<file path="src/verilog/i2c_pkg.sv">
package i2c_pkg;

    // --------------------
    // bus phases
    // --------------------
    typedef enum logic [3:0] {
        ST_IDLE       = 4'd0,   // bus free, waiting for enable
        ST_START      = 4'd1,
        ST_ADDR       = 4'd2,   // 7-bit address plus rw bit
        ST_ADDR_ACK   = 4'd3,   // slave acks the address
        ST_WRITE_DATA = 4'd4,
        ST_DATA_ACK   = 4'd5,   // slave acks a written byte
        ST_READ_DATA  = 4'd6,
        ST_MASTER_ACK = 4'd7,   // master acks a read byte
        ST_STOP       = 4'd8
    } fsm_state_e;

    // --------------------
    // counters
    // --------------------
    localparam int CNT_W = 8;

    typedef logic [CNT_W-1:0] cnt_t;

    // bit counter values as counted down by the datapath
    localparam cnt_t BIT_LAST = cnt_t'(1);   // last bit of an addr or data phase
    localparam cnt_t BIT_ACK  = cnt_t'(0);   // ack bit on the line
    localparam cnt_t BIT_WRAP = cnt_t'(9);   // counter reloaded and ack slot over

    // --------------------
    // sda timing offsets
    // --------------------
    // measured against the edge counter of the clock generator
    localparam cnt_t SDA_RELEASE_OFS = cnt_t'(2);   // below prescaler
    localparam cnt_t SDA_DRIVE_OFS   = cnt_t'(3);   // below prescaler
    localparam cnt_t START_SDA_OFS   = cnt_t'(3);   // below twice the prescaler

endpackage

</file>
<file path="src/verilog/i2c_line_ctrl.sv">
`timescale 1ns/1ps

module i2c_line_ctrl (
    input  logic                i2c_core_clock_i,
    input  logic                reset_bit_i,
    input  i2c_pkg::fsm_state_e state_i,
    input  i2c_pkg::cnt_t       prescaler_i,
    input  i2c_pkg::cnt_t       counter_detect_edge_i,
    output logic                start_cnt_o,
    output logic                write_addr_cnt_o,
    output logic                write_data_cnt_o,
    output logic                read_data_cnt_o,
    output logic                write_ack_cnt_o,
    output logic                read_ack_cnt_o,
    output logic                stop_cnt_o,
    output logic                sda_en_o,
    output logic                scl_en_o
);

    i2c_pkg::cnt_t twice_presc;
    logic          sda_d;
    logic          scl_d;
    logic          at_release;   // sda handed to the slave
    logic          at_drive;     // sda taken back by the master
    logic          start_hold;   // sda still driven low in start
    logic          scl_off;      // scl let go for the stop condition

    assign twice_presc = prescaler_i + prescaler_i;
    assign at_release  = (counter_detect_edge_i == (prescaler_i - i2c_pkg::SDA_RELEASE_OFS));
    assign at_drive    = (counter_detect_edge_i == (prescaler_i - i2c_pkg::SDA_DRIVE_OFS));
    assign start_hold  = (counter_detect_edge_i <= (twice_presc - i2c_pkg::START_SDA_OFS));
    assign scl_off     = (counter_detect_edge_i == (twice_presc - i2c_pkg::cnt_t'(2)));

    // --------------------
    // phase strobes
    // --------------------
    assign start_cnt_o      = (state_i == i2c_pkg::ST_START);
    assign write_addr_cnt_o = (state_i == i2c_pkg::ST_ADDR);
    assign write_data_cnt_o = (state_i == i2c_pkg::ST_WRITE_DATA);
    assign read_data_cnt_o  = (state_i == i2c_pkg::ST_READ_DATA);
    assign write_ack_cnt_o  = (state_i == i2c_pkg::ST_MASTER_ACK);
    assign read_ack_cnt_o   = (state_i == i2c_pkg::ST_ADDR_ACK)
                              || (state_i == i2c_pkg::ST_DATA_ACK);   // both slave acks
    assign stop_cnt_o       = (state_i == i2c_pkg::ST_STOP);

    // --------------------
    // drive enables
    // --------------------
    always_comb begin
        sda_d = sda_en_o;
        scl_d = scl_en_o;
        case (state_i)
            i2c_pkg::ST_IDLE: begin
                sda_d = 1'b0;
                scl_d = 1'b0;
            end
            i2c_pkg::ST_START: begin
                sda_d = start_hold;
                scl_d = 1'b0;
            end
            i2c_pkg::ST_ADDR: begin
                sda_d = 1'b1;
                scl_d = 1'b1;
            end
            i2c_pkg::ST_ADDR_ACK, i2c_pkg::ST_DATA_ACK: begin
                if (at_release) sda_d = 1'b0;   // let the slave answer
                scl_d = 1'b1;
            end
            i2c_pkg::ST_WRITE_DATA, i2c_pkg::ST_MASTER_ACK: begin
                if (at_drive) sda_d = 1'b1;
                scl_d = 1'b1;
            end
            i2c_pkg::ST_READ_DATA: begin
                sda_d = 1'b0;                   // slave owns sda
                scl_d = 1'b1;
            end
            i2c_pkg::ST_STOP: begin
                if (at_drive) sda_d = 1'b1;
                if (scl_off) scl_d = 1'b0;
            end
            default: begin
                sda_d = 1'b0;
                scl_d = 1'b0;
            end
        endcase
    end

    always_ff @(posedge i2c_core_clock_i or negedge reset_bit_i) begin
        if (!reset_bit_i) begin
            sda_en_o <= 1'b0;
            scl_en_o <= 1'b0;
        end else begin
            sda_en_o <= sda_d;
            scl_en_o <= scl_d;
        end
    end

endmodule

</file>
<file path="config.mk">
export PLATFORM = sky130hd
export DESIGN_NAME = i2c_line_ctrl
export DESIGN_NICKNAME = d
export VERILOG_FILES = /design/src/verilog/i2c_pkg.sv /design/src/verilog/i2c_line_ctrl.sv
export SDC_FILE = /design/constraint.sdc
export NUM_CORES = 1
export LEC_CHECK = 0
export ABC_AREA = 1
export BUFFER_PORTS_ARGS = -buffer_cell sky130_fd_sc_hd__buf_4
export CAP_MARGIN = 40
export CORE_MARGIN = 2
export CORE_UTILIZATION = 52
export CTS_BUF_LIST = sky130_fd_sc_hd__clkbuf_4 sky130_fd_sc_hd__clkbuf_8 sky130_fd_sc_hd__clkbuf_16
export DETAILED_ROUTE_END_ITERATION = 12
export PLACE_DENSITY_LB_ADDON = 0.2
export RECOVER_POWER = 25
export SLEW_MARGIN = 5
export SYNTH_ARGS = -nofsm -noshare
export SYNTH_HDL_FRONTEND = slang
export SYNTH_SLANG_ARGS = --single-unit
</file>
<file path="constraint.sdc">
create_clock -name i2c_core_clock_i -period 0.8 [get_ports i2c_core_clock_i]
set_input_delay 0 -clock i2c_core_clock_i [delete_from_list [all_inputs] [get_ports i2c_core_clock_i]]
set_output_delay 0 -clock i2c_core_clock_i [all_outputs]
set_load 0.1 [all_outputs]
</file>
==> impl_metrics.toml, run 1 <==
[timing]
worst_endpoint = "sda_en_o$_DFFE_PN0P_/D"
worst_endpoint_kind = "sequential cell input"

[floorplanning]
fp.dieW_um = 49.5
ioPinCount = 31
row_count = 16
die_h_um = 49.5
start_util_pct = 54.8

[logic_synthesis]
ys_ff_latch = 2
synth_area_um2 = 1080
yosys-top-cells-area = "nand2_1 24%, ha_1 13%, nor2_1 9.8%"
synth_top_area_share_pct = 24.4
seq_area_frac_synth_pct = 4.65
synth_cells = 201
post_synth.cell_area_avg_um2 = 5.35
synth_area_leader_cell = "nand2_1"
syn_nets = 234
ys_types = 25
ys_warn_count = 0

[outcome]
error = "[ERROR DPL-0038] Utilization greater than 100%, impossible to legalize"
status = "stopped before the end"
haltStage = "global routing"

[placed_design]
numPortBuffers = 30
finalWeightedCongestion = 0.946
placed_cells = 295
hpwl_mm = 3.13

[clock_tree]
cts.sinks = 2
numCtsBuffers = 3
root_buffer = "clkbuf_4"
clock_tree.buffer_depth = 2
cts_max_level = 1

[global_routing]
grt_max_degree = 7
## cell usage after synthesis
cell type,count
a21oi_1,6
and2_1,1
buf_6,1
clkbuf_2,1
clkbuf_8,1
dfrtp_1,2
ha_1,11
inv_1,27
inv_2,2
nand2_1,70
nand2_2,5
nand3_1,13
nand3b_1,2
nand4_1,3
nor2_1,28
nor2_2,3
nor2_4,1
nor3_1,2
nor4_1,1
o21a_1,1
o21ai_0,2
o21ai_1,1
o22ai_1,1
xnor2_1,5
xor2_1,11
## timing repair
item	4_1_cts
hold buffers	1
hold endpoints to repair	2
setup buffers	3
pin swaps	7
resized for setup	21
endpoints found under the setup margin	10
## cell families after synthesis
kind of cell | after synthesis | share of synthesized area [%]
flip-flops | 2 | 4.65
XOR/XNOR | 16 | 13.0
AND/OR/NAND/NOR | 129 | 51.2
adder cells (fa/ha/maj) | 11 | 12.8
AO/OA/AOI/OAI | 11 | 5.47
buffers and inverters | 32 | 12.9
## metrics by stage
stage,area (um^2),setup slack (ns)
floorplan,1190,-0.569
global placement,1710,-0.765
detailed placement,1710,-0.873
CTS,1860,-0.575
==> run 2, diff against run 1 <==
--- a/config.mk
+++ b/config.mk
@@ -8,11 +8,10 @@
 export ABC_AREA = 1
 export BUFFER_PORTS_ARGS = -buffer_cell sky130_fd_sc_hd__buf_4
 export CAP_MARGIN = 40
-export CORE_MARGIN = 2
-export CORE_UTILIZATION = 52
-export CTS_BUF_LIST = sky130_fd_sc_hd__clkbuf_4 sky130_fd_sc_hd__clkbuf_8 sky130_fd_sc_hd__clkbuf_16
+export CORE_AREA = 2 2 63 65
 export DETAILED_ROUTE_END_ITERATION = 12
-export PLACE_DENSITY_LB_ADDON = 0.2
+export DIE_AREA = 0 0 65 67
+export PLACE_DENSITY_LB_ADDON = 0.15
 export RECOVER_POWER = 25
 export SLEW_MARGIN = 5
 export SYNTH_ARGS = -nofsm -noshare
==> run 2 against run 1 <==
  * The flow now finishes, with violations (setup timing)
  * Synthesized area did not move
  * Synthesized cell count did not move
==> impl_metrics.toml, run 2 <==
[final_layout]
instances_no_fill = 326
final_area_um2 = 2020
layout_common_cells = "66 x nand2_1, 61 x buf_4, 24 x nor2_1"
drive_above_1_share_pct = 42.4
n_antenna_cell = 0
layout_commonest_cell = "nand2_1"
area_growth_pct = 87.6
nNetsFinal = 312
reg_top3 = "scl_en_o: 1 flops, sda_en_o: 1 flops"

[timing]
rsz0062_at_grt = "yes"
report.final.slew_viol_count = 0
period_minus_slack_ns = 1.37
timing_hold_violations_final = 0
period_share_pct = 171
skew_ns = 0
tightest_slew_ns = 0.278
max_freq_mhz = 729
layout_setup_ws_ns = -0.572
max_slew_margin_pct = 81.6
fin_setup_tns_ns = -1.06
finalSetupViolations = 2

[floorplanning]
coreArea_um2 = 3610
fp.dieW_um = 65
die_area_um2 = 4360
start_util_pct = 29.8
die_h_um = 67
row_count = 22
ioPinCount = 31

[global_routing]
grt_max_degree = 7
first_global_vias = 1348
grt_usage_pct = 17.1
grt_most_used_layer = "met2"
grt_use_met1_pct = 21.6
grtUsageMet2_pct = 32.1
grt_overflow = 0
antenna_found_initial = 0
grt_pass1_wl_mm = 5.80
met3_usage_pct = 1.01

[route]
wl_mm = 3.49
num_vias = 1423
drt-initial-drc-count = 41
vias_per_cell = 4.37
drt_pre_antenna_iters = 5
ant_nets = 0
drc = 0
wl_per_cell_um = 10.7

[logic_synthesis]
synthMuxAreaShare_pct = 0
seq_area_frac_synth_pct = 4.65
yosys.area_share.xor_xnor_pct = 13.0
synth.most_common_cell = "nand2_1"
syn_nets = 234
synth-edff-count = 0
synth_top_area_share_pct = 24.4
synth_area_leader_cell = "nand2_1"
ys_ff_latch = 2
yosys-top-cells-area = "nand2_1 24%, ha_1 13%, nor2_1 9.8%"
synth_cells = 201
post_synth.cell_area_avg_um2 = 5.35
yosys.area_share.simple_pct = 51.2
synth_commonest_cells = "70 x nand2_1, 28 x nor2_1, 27 x inv_1, 13 x nand3_1"
synth_compound_area_share_pct = 5.47
synth_top_family_by_area = "simple AND/OR/NAND/NOR gates"
ys_warn_count = 0
synth_area_um2 = 1080
synth-async-reset-ratio_pct = 100
ys.flop_type = "dfrtp_1"
ys_types = 25
synthAdderAreaFrac_pct = 12.8

[worst_setup_path]
worstPathArrival_ns = 1.46
max_stage_delay_ns = 0.29
crit-reg2reg-launch = "scl_en_o"
worstRegToRegCells = 4
r2r-end = "scl_en_o"
crit_family = "adder cells"
path_cells = "buf_8, clkinvlp_4, ha_4, nand2_2, xor2_1, ha_1, nand2_2, o21a_1, nand2_1, nand2_1, nand2_1, nand2_1, nand3_1, nand2_1"
crit_buf_inv = 2
critical_path.slowest_cell = "ha_1"
path_common_cell = "nand2_1"
crit_fanout = 4
worstPathRequired_ns = 0.89
criticalPathCategory = "in -> reg"
start_kind = "input port"
worst_setup_path_end_kind = "flop"
ff2ff_setup_slack_ns = 0.06

[worst_hold_path]
hp-start = "state_i[2]"
hold_depth = 3
hold_class = "in -> reg"
hold-path-endpoint = "scl_en_o"

[clock_tree]
clock_latency_ns = 0.21
clock_tree.buffer_depth = 2
numCtsBuffers = 3
cts.sinks = 2
root_buffer = "clkbuf_8"
cts_max_level = 1
cts_tree = "yes"
path_clk_slew_ns = 0.03

[placed_design]
placed_cells = 317
numPortBuffers = 30
dpl_cell_area_um2 = 1760
finalWeightedCongestion = 0.780
hpwl_mm = 2.98
post-place-ws_ns = -0.821

[power_and_ir_drop]
power.density_nw_per_um2 = 853
p_leak_nw = 1.03
ir_worst_vdd_uv = 496

[flow_run]
max_cap_viol_count = 0

[outcome]
violations = "setup timing"
status = "finished, violations left"
run 2: cell counts after synthesis:
Identical to the previous run, type by type.
run 2: final cells by class:
class,count,area [um^2]
repair buffers,76,691
flip-flops and latches,2,51.3
fillers,346,1590
multi-input cells,167,1040
inverters,29,133
clock buffers,4,45.0
well taps,48,60.1
run 2: metal layers:
layer / routed length [um] / vias up / part of all wire [%]
met5: 0 / - / 0
met3: 54 / 2 / 1.5
li1: - / 784 / -
met4: 19 / 0 / 0.55
met1: 1590 / 620 / 46
met2: 1820 / 17 / 52
run 2: repair_timing:
action / 4_1_cts / 5_1_grt
gates cloned: 0 / 0
gates resized for setup: 18 / 26
pin swaps: 12 / 15
buffers inserted: 1 / 3
hold endpoints to repair: 2 / 0
endpoints found under the setup margin: 10 / 9
hold buffers: 1 / 0
run 2: worst max-delay path by stage:
stage                           to            from  slack (ns)  cells past startpoint
after global placement    sda_en_o  prescaler_i[1]       -0.79                     15
after CTS                 sda_en_o  prescaler_i[1]       -0.57                     15
after global routing      sda_en_o  prescaler_i[1]       -0.73                     15
after detailed placement  sda_en_o  prescaler_i[1]       -0.82                     15
final                     sda_en_o  prescaler_i[1]       -0.57                     14
after floorplan           sda_en_o  prescaler_i[5]       -0.57                     14
run 2: stage by stage:
step	power (mW)	utilization [%]	hold slack, ns
after floorplan	0.757	-	-0.296
after global placement	1.17	48.7	-0.215
after detailed placement	1.17	48.7	-0.216
after CTS	1.66	52.5	0.0691
after global routing	1.87	56.0	0.102
final	1.72	56.0	0.0875
run 2: logic make-up (layout without fill, tap and decap cells):
kind of cell | after synthesis | count (layout)
AO/OA/AOI/OAI | 11 | 11
XOR/XNOR | 16 | 16
flip-flops | 2 | 2
buffers and inverters | 32 | 109
adder cells (fa/ha/maj) | 11 | 11
AND/OR/NAND/NOR | 129 | 129
run 2: tightest hold or removal path: stages:
cell,delay (ns)
buf_4,0.10
o21ai_0,0.09
nand2_1,0.07
run 2: where the power goes:
part	switching [mW]	internal (mW)	total, mW
Clock	0.0781	0.338	0.416
Combinational	0.645	0.535	1.18
Sequential	0.0111	0.114	0.125
Total	0.734	0.986	1.72
No activity file was read; power rests on OpenSTA's default activity.
