[src/verilog/i2c_pkg.sv]
package i2c_pkg;

    // --------------------
    // bus phases
    // --------------------
    typedef enum logic [3:0] {
        ST_IDLE       = 4'd0,   // bus free, waiting for enable
        ST_START      = 4'd1,
        ST_ADDR       = 4'd2,   // 7-bit address plus rw bit
        ST_ADDR_ACK   = 4'd3,   // slave acks the address
        ST_WRITE_DATA = 4'd4,
        ST_DATA_ACK   = 4'd5,   // slave acks a written byte
        ST_READ_DATA  = 4'd6,
        ST_MASTER_ACK = 4'd7,   // master acks a read byte
        ST_STOP       = 4'd8
    } fsm_state_e;

    // --------------------
    // counters
    // --------------------
    localparam int CNT_W = 8;

    typedef logic [CNT_W-1:0] cnt_t;

    // bit counter values as counted down by the datapath
    localparam cnt_t BIT_LAST = cnt_t'(1);   // last bit of an addr or data phase
    localparam cnt_t BIT_ACK  = cnt_t'(0);   // ack bit on the line
    localparam cnt_t BIT_WRAP = cnt_t'(9);   // counter reloaded and ack slot over

    // --------------------
    // sda timing offsets
    // --------------------
    // measured against the edge counter of the clock generator
    localparam cnt_t SDA_RELEASE_OFS = cnt_t'(2);   // below prescaler
    localparam cnt_t SDA_DRIVE_OFS   = cnt_t'(3);   // below prescaler
    localparam cnt_t START_SDA_OFS   = cnt_t'(3);   // below twice the prescaler

endpackage

[src/verilog/i2c_sequencer.sv]
`timescale 1ns/1ps

module i2c_sequencer (
    input  logic                i2c_core_clock_i,
    input  logic                reset_bit_i,
    input  logic                enable_bit_i,
    input  logic                rw_bit_i,
    input  logic                sda_i,
    input  logic                trans_fifo_empty_i,
    input  logic                rev_fifo_full_i,
    input  logic                cond_zero_i,
    input  logic                cond_last_i,
    input  i2c_pkg::cnt_t       prescaler_i,
    input  i2c_pkg::cnt_t       counter_detect_edge_i,
    input  i2c_pkg::cnt_t       counter_data_ack_i,
    output i2c_pkg::fsm_state_e state_o,
    output logic                read_fifo_en_o,
    output logic                write_fifo_en_o
);

    i2c_pkg::fsm_state_e state_q;
    i2c_pkg::fsm_state_e state_d;
    logic                stop_pend_q;   // stop decided, waiting for the slot to end
    logic                stop_set;
    logic                stop_take;
    logic                bit_last;
    logic                bit_ack;
    logic                slot_end;

    assign bit_last = (counter_data_ack_i == i2c_pkg::BIT_LAST);
    assign bit_ack  = (counter_data_ack_i == i2c_pkg::BIT_ACK);

    // ack slot closes when the bit counter has wrapped and scl is mid period
    assign slot_end = (counter_data_ack_i == i2c_pkg::BIT_WRAP)
                      && (counter_detect_edge_i == prescaler_i);

    // --------------------
    // next-state rules
    // --------------------
    always_comb begin
        state_d   = state_q;
        stop_set  = 1'b0;
        stop_take = 1'b0;
        case (state_q)
            i2c_pkg::ST_IDLE: begin
                if (enable_bit_i && cond_zero_i) begin
                    state_d = i2c_pkg::ST_START;
                end
            end
            i2c_pkg::ST_START: begin
                if (cond_last_i) begin
                    state_d = i2c_pkg::ST_ADDR;
                end
            end
            i2c_pkg::ST_ADDR: begin
                if (bit_last) begin
                    state_d = i2c_pkg::ST_ADDR_ACK;
                end
            end
            i2c_pkg::ST_ADDR_ACK: begin
                if (stop_pend_q) begin
                    if (slot_end) begin
                        state_d   = i2c_pkg::ST_STOP;
                        stop_take = 1'b1;
                    end
                end else if (bit_ack) begin
                    if (sda_i) begin
                        stop_set = 1'b1;                     // address nack
                    end else if (rw_bit_i) begin
                        state_d = i2c_pkg::ST_READ_DATA;
                    end else begin
                        state_d = i2c_pkg::ST_WRITE_DATA;
                    end
                end
            end
            i2c_pkg::ST_WRITE_DATA: begin
                if (bit_last) begin
                    state_d = i2c_pkg::ST_DATA_ACK;
                end
            end
            i2c_pkg::ST_DATA_ACK: begin
                if (stop_pend_q) begin
                    if (slot_end) begin
                        state_d   = i2c_pkg::ST_STOP;
                        stop_take = 1'b1;
                    end
                end else if (bit_ack) begin
                    if (sda_i || trans_fifo_empty_i) begin
                        stop_set = 1'b1;                     // nack or nothing to send
                    end else begin
                        state_d = i2c_pkg::ST_WRITE_DATA;
                    end
                end
            end
            i2c_pkg::ST_READ_DATA: begin
                if (bit_last) begin
                    state_d = i2c_pkg::ST_MASTER_ACK;
                end
            end
            i2c_pkg::ST_MASTER_ACK: begin
                if (slot_end) begin
                    if (rev_fifo_full_i) begin
                        state_d = i2c_pkg::ST_STOP;
                    end else begin
                        state_d = i2c_pkg::ST_READ_DATA;
                    end
                end
            end
            i2c_pkg::ST_STOP: begin
                if (cond_zero_i) begin
                    state_d = i2c_pkg::ST_IDLE;
                end
            end
            default: begin
                state_d = i2c_pkg::ST_IDLE;
            end
        endcase
    end

    // --------------------
    // state and fifo pulses
    // --------------------
    always_ff @(posedge i2c_core_clock_i or negedge reset_bit_i) begin
        if (!reset_bit_i) begin
            state_q         <= i2c_pkg::ST_IDLE;
            read_fifo_en_o  <= 1'b0;
            write_fifo_en_o <= 1'b0;
        end else begin
            state_q         <= state_d;
            // fetch the next tx byte as a write phase begins
            read_fifo_en_o  <= (state_d == i2c_pkg::ST_WRITE_DATA)
                               && ((state_q == i2c_pkg::ST_ADDR_ACK)
                                   || (state_q == i2c_pkg::ST_DATA_ACK));
            write_fifo_en_o <= (state_d == i2c_pkg::ST_MASTER_ACK)
                               && (state_q == i2c_pkg::ST_READ_DATA);   // byte complete
        end
    end

    always_ff @(posedge i2c_core_clock_i or negedge reset_bit_i) begin
        if (!reset_bit_i) begin
            stop_pend_q <= 1'b0;
        end else if (stop_take) begin
            stop_pend_q <= 1'b0;
        end else if (stop_set) begin
            stop_pend_q <= 1'b1;
        end
    end

    assign state_o = state_q;

endmodule
[config.mk]
export PLATFORM = sky130hd
export DESIGN_NAME = i2c_sequencer
export DESIGN_NICKNAME = d
export VERILOG_FILES = /design/src/verilog/i2c_pkg.sv /design/src/verilog/i2c_sequencer.sv
export SDC_FILE = /design/constraint.sdc
export NUM_CORES = 1
export LEC_CHECK = 0
export ABC_AREA = 1
export BUFFER_PORTS_ARGS = -buffer_cell sky130_fd_sc_hd__buf_4
export CAP_MARGIN = 10
export CORE_UTILIZATION = 44
export DETAILED_ROUTE_END_ITERATION = 10
export PLACE_DENSITY = 0.77
export SLEW_MARGIN = 20
export SYNTH_ARGS = -nofsm -noshare
export SYNTH_HDL_FRONTEND = slang
export SYNTH_SLANG_ARGS = --single-unit
[constraint.sdc]
create_clock -name i2c_core_clock_i -period 2 [get_ports i2c_core_clock_i]
set_clock_uncertainty 0.15 [all_clocks]
set_input_delay 0.2 -clock i2c_core_clock_i [delete_from_list [all_inputs] [get_ports i2c_core_clock_i]]
set_output_delay 0.2 -clock i2c_core_clock_i [all_outputs]
set_load 0.01 [all_outputs]
==> impl_metrics.xml <==
<?xml version="1.0" encoding="UTF-8"?>
<metrics>
  <group name="cts">
    <metric name="clkSinkCount" unit="">7</metric>
    <metric name="htree_num_levels" unit="">1</metric>
    <metric name="clk_path_buf_depth" unit="">2</metric>
    <metric name="post_cts_resize_count" unit="">0</metric>
    <metric name="worstSkewPairLatency" unit="ps">240</metric>
    <metric name="clock_tree.root_cell" unit="">sky130_fd_sc_hd__clkbuf_4</metric>
    <metric name="numCtsBuffers" unit="">3</metric>
    <metric name="post_cts.repair.setup_buffers" unit="">0</metric>
    <metric name="clock_transition_at_the_registers_of_the_reported_paths" unit="ps">50</metric>
    <metric name="tritoncts" unit="">yes</metric>
  </group>
  <group name="sta">
    <metric name="period_share" unit="%">86.3</metric>
    <metric name="fmax" unit="GHz">0.579</metric>
    <metric name="worstMarginPinSlew" unit="ps">321</metric>
    <metric name="timing.slew.headroom" unit="%">78.6</metric>
    <metric name="fin_tns_setup" unit="ps">0</metric>
    <metric name="timing_max_transition_violations_final" unit="">0</metric>
    <metric name="rsz0062_at_grt" unit="">false</metric>
    <metric name="final.min_clock_period" unit="ps">1730</metric>
    <metric name="setup-violations-final" unit="">0</metric>
    <metric name="hold_violations" unit="">0</metric>
    <metric name="hold-worst-slack" unit="ps">4.10</metric>
  </group>
  <group name="floorplanning">
    <metric name="floorplan.die.height" unit="um">45.7</metric>
    <metric name="rows" unit="">15</metric>
    <metric name="ioPinCount" unit="">39</metric>
    <metric name="fp.coreArea" unit="um2">1760</metric>
    <metric name="start_util" unit="%">47.7</metric>
    <metric name="fp.dieArea" unit="um2">2090</metric>
    <metric name="dieWidth" unit="um">45.7</metric>
  </group>
  <group name="critical_path">
    <metric name="endpoint_kind" unit="">flip-flop</metric>
    <metric name="worst-endpoint-required" unit="ps">1980</metric>
    <metric name="cp.buffers_inverters" unit="">0</metric>
    <metric name="slowest_delay" unit="ps">430</metric>
    <metric name="timing.reg2reg.setup_slack" unit="ps">270</metric>
    <metric name="start_kind" unit="">flip-flop</metric>
    <metric name="arrival" unit="ps">1710</metric>
    <metric name="crit_family" unit="">simple AND/OR/NAND/NOR gates</metric>
    <metric name="crit_slowest_cell" unit="">sky130_fd_sc_hd__dfrtp_1</metric>
    <metric name="worst-path-max-fanout" unit="">5</metric>
    <metric name="cell_repeated_most_along_the_worst_path" unit="">sky130_fd_sc_hd__nand2_2</metric>
    <metric name="worstSetupPathType" unit="">reg2reg</metric>
    <metric name="worstPathCellList" unit="">nor2_2 -&gt; nand3_1 -&gt; nand2_2 -&gt; nand2_2 -&gt; nand2_2 -&gt; nand2_2 -&gt; nand2_4 -&gt; nand2_1 -&gt; nand4_1 -&gt; nor2_1</metric>
  </group>
  <group name="yosys">
    <metric name="syn-num-nets" unit="">185</metric>
    <metric name="synth-edff-count" unit="">0</metric>
    <metric name="ys_ff_latch" unit="">7</metric>
    <metric name="yosys_warnings" unit="">0</metric>
    <metric name="yosys.cell_types.count" unit="">22</metric>
    <metric name="synthDominantAreaCellType" unit="">sky130_fd_sc_hd__dfrtp_1</metric>
    <metric name="syn_avg_cell_area" unit="um2">5.53</metric>
    <metric name="synth_seq_area_share" unit="%">20.8</metric>
    <metric name="postSynthCellCount" unit="">152</metric>
    <metric name="synth_flop_cell" unit="">sky130_fd_sc_hd__dfrtp_1</metric>
    <metric name="mappedNetlistArea" unit="um2">841</metric>
    <metric name="async_reset_ff_share" unit="%">100</metric>
    <metric name="synthTopCellsByArea" unit="">sky130_fd_sc_hd__dfrtp_1 21%, sky130_fd_sc_hd__nand2_1 19%, sky130_fd_sc_hd__inv_1 14%, sky130_fd_sc_hd__nor2_1 11%, sky130_fd_sc_hd__nand4_1 6.7%</metric>
    <metric name="top_area_cell_type_share_of_the_netlist_area" unit="%">20.8</metric>
  </group>
  <group name="power">
    <metric name="worst_ir_drop_vdd" unit="uV">614</metric>
    <metric name="post-layout-total-power" unit="W">0.000658</metric>
    <metric name="pwr_density_cell" unit="nW/um2">551</metric>
    <metric name="power.leakage" unit="nW">0.713</metric>
  </group>
  <group name="job">
    <metric name="cap_violations" unit="">0</metric>
  </group>
  <group name="finish">
    <metric name="layout-area-overhead-vs-synth" unit="%">42.0</metric>
    <metric name="diodes" unit="">0</metric>
    <metric name="utilization" unit="%">67.7</metric>
    <metric name="layout-drive-gt1-share" unit="%">30.8</metric>
    <metric name="final_net_count" unit="">229</metric>
  </group>
  <group name="drt">
    <metric name="wire_per_inst" unit="um">10.1</metric>
    <metric name="antenna_violating_nets_post_route" unit="">0</metric>
    <metric name="total_routed_length" unit="mm">2.23</metric>
    <metric name="drcViolationCount" unit="">0</metric>
    <metric name="dr.pass1.iters" unit="">4</metric>
    <metric name="drtIter0Drc" unit="">24</metric>
    <metric name="route.vias.total" unit="">1051</metric>
    <metric name="route.detailed.vias_per_inst" unit="">4.78</metric>
  </group>
  <group name="place">
    <metric name="gpl.final_weighted_congestion" unit="">0.873</metric>
    <metric name="place.port_buffers" unit="">38</metric>
    <metric name="hpwl_detailed" unit="mm">1.90</metric>
  </group>
  <group name="grt">
    <metric name="maximum_number_of_pins_on_one_net_before_global_route_repair" unit="">9</metric>
    <metric name="grtUsageTotal" unit="%">24.4</metric>
    <metric name="first_pass_grt_wire_length" unit="mm">3.73</metric>
    <metric name="vias_in_the_first_global_route" unit="">925</metric>
    <metric name="gr_overflow_total" unit="">0</metric>
    <metric name="antenna_found_initial" unit="">0</metric>
  </group>
  <group name="worst_hold_path">
    <metric name="hold_path.class" unit="">in2reg</metric>
  </group>
  <group name="status">
    <metric name="run_status" unit="">finished clean</metric>
  </group>
</metrics>
layout make-up:
class                      instances  area, um2
fill                             169        571
tap                               25       31.3
timing repair buffer              39        295
sequential                         7        175
clock buffer                       4       26.3
multi-input combinational        109        531
inverter                          36        135
registers in the layout, indices dropped and copies added, names as in the netlist:
name             flops
write_fifo_en_o      1
state_o              4
stop_pend_q          1
read_fifo_en_o       1
stage by stage:
stage                     instance area (um2)  setup WS (ps)  cells
after floorplan                           841            412    152
after global placement                   1160            348    215
after detailed placement                 1160            307    215
after CTS                                1190            289    220
after global routing                     1190            168    220
final                                    1190            273    220
routing by layer:
layer	share of wire [%]	wire (um)	track usage, %
met5	0	0	0
met2	47	1050	40.6
met4	0	0	3.53
met1	47	1040	34.0
met3	6.3	141	3.57
worst reg2reg max path, cell delays in order, from the launching register on:
cell,delay [ps]
sky130_fd_sc_hd__dfrtp_1,430
sky130_fd_sc_hd__nor2_2,200
sky130_fd_sc_hd__nand3_1,180
sky130_fd_sc_hd__nand2_2,170
sky130_fd_sc_hd__nand2_2,70
sky130_fd_sc_hd__nand2_2,70
sky130_fd_sc_hd__nand2_2,60
sky130_fd_sc_hd__nand2_4,70
sky130_fd_sc_hd__nand2_1,60
sky130_fd_sc_hd__nand4_1,110
sky130_fd_sc_hd__nor2_1,50
cells in the final DEF, fill, tap and decap left out, drive strengths merged:
| master | instances |
|---|---|
| a21oi | 3 |
| dfrtp | 7 |
| xnor2 | 1 |
| a31oi | 1 |
| nand4 | 10 |
| o32ai | 1 |
| nand2 | 51 |
| nand3 | 8 |
| dlygate4sd3 | 1 |
| or2 | 1 |
| nor2 | 28 |
| o21ai | 2 |
| o31ai | 1 |
| inv | 36 |
| buf | 38 |
| nor3 | 1 |
| o211ai | 1 |
| clkbuf | 4 |
synth_stat cells, types with 2 or more instances:
master                    instances
sky130_fd_sc_hd__nand2_4          2
sky130_fd_sc_hd__dfrtp_1          7
sky130_fd_sc_hd__nand2_1         43
sky130_fd_sc_hd__nand4_1          9
sky130_fd_sc_hd__inv_1           31
sky130_fd_sc_hd__nor2_1          24
sky130_fd_sc_hd__nand2_2          6
sky130_fd_sc_hd__a21oi_1          3
sky130_fd_sc_hd__nand3_1          8
sky130_fd_sc_hd__nor2_2           3
sky130_fd_sc_hd__inv_2            5
what timing repair did:
| action | in CTS | in global routing |
|---|---|---|
| setup endpoints to repair | 0 | 0 |
| endpoints found under the hold margin | 7 | 0 |
| hold buffers | 1 | 0 |
report_power, final:
group          internal (W)  switching (W)  total, W
registers          0.000161      0.0000432  0.000204
clock network     0.0000760      0.0000499  0.000126
logic              0.000145       0.000183  0.000328
total              0.000381       0.000276  0.000658
final timing paths:
| check | cells past startpoint | to | from |
|---|---|---|---|
| worst max register to register | 10 | read_fifo_en_o$_DFF_PN0_ | state_o[3]$_DFF_PN0_ |
| min in group asynchronous | 2 | state_o[0]$_DFF_PN0_ | reset_bit_i |
| worst min-delay path | 2 | state_o[3]$_DFF_PN0_ | cond_zero_i |
| max in group asynchronous | 2 | write_fifo_en_o$_DFF_PN0_ | reset_bit_i |
| worst min register to register | 2 | state_o[3]$_DFF_PN0_ | state_o[3]$_DFF_PN0_ |
| worst max-delay path | 10 | read_fifo_en_o$_DFF_PN0_ | state_o[3]$_DFF_PN0_ |
cells by family (layout without fill, tap and decap cells):
group | after synthesis | after routing | synth area share (%)
and+or+nand+nor | 99 | 99 | 55.5
AOI/OAI and AO/OA | 9 | 9 | 6.55
buffers and inverters | 36 | 79 | 16.1
xor gates and xnor gates | 1 | 1 | 1.04
DFF | 7 | 7 | 20.8
(Power assumes the default switching activity.)
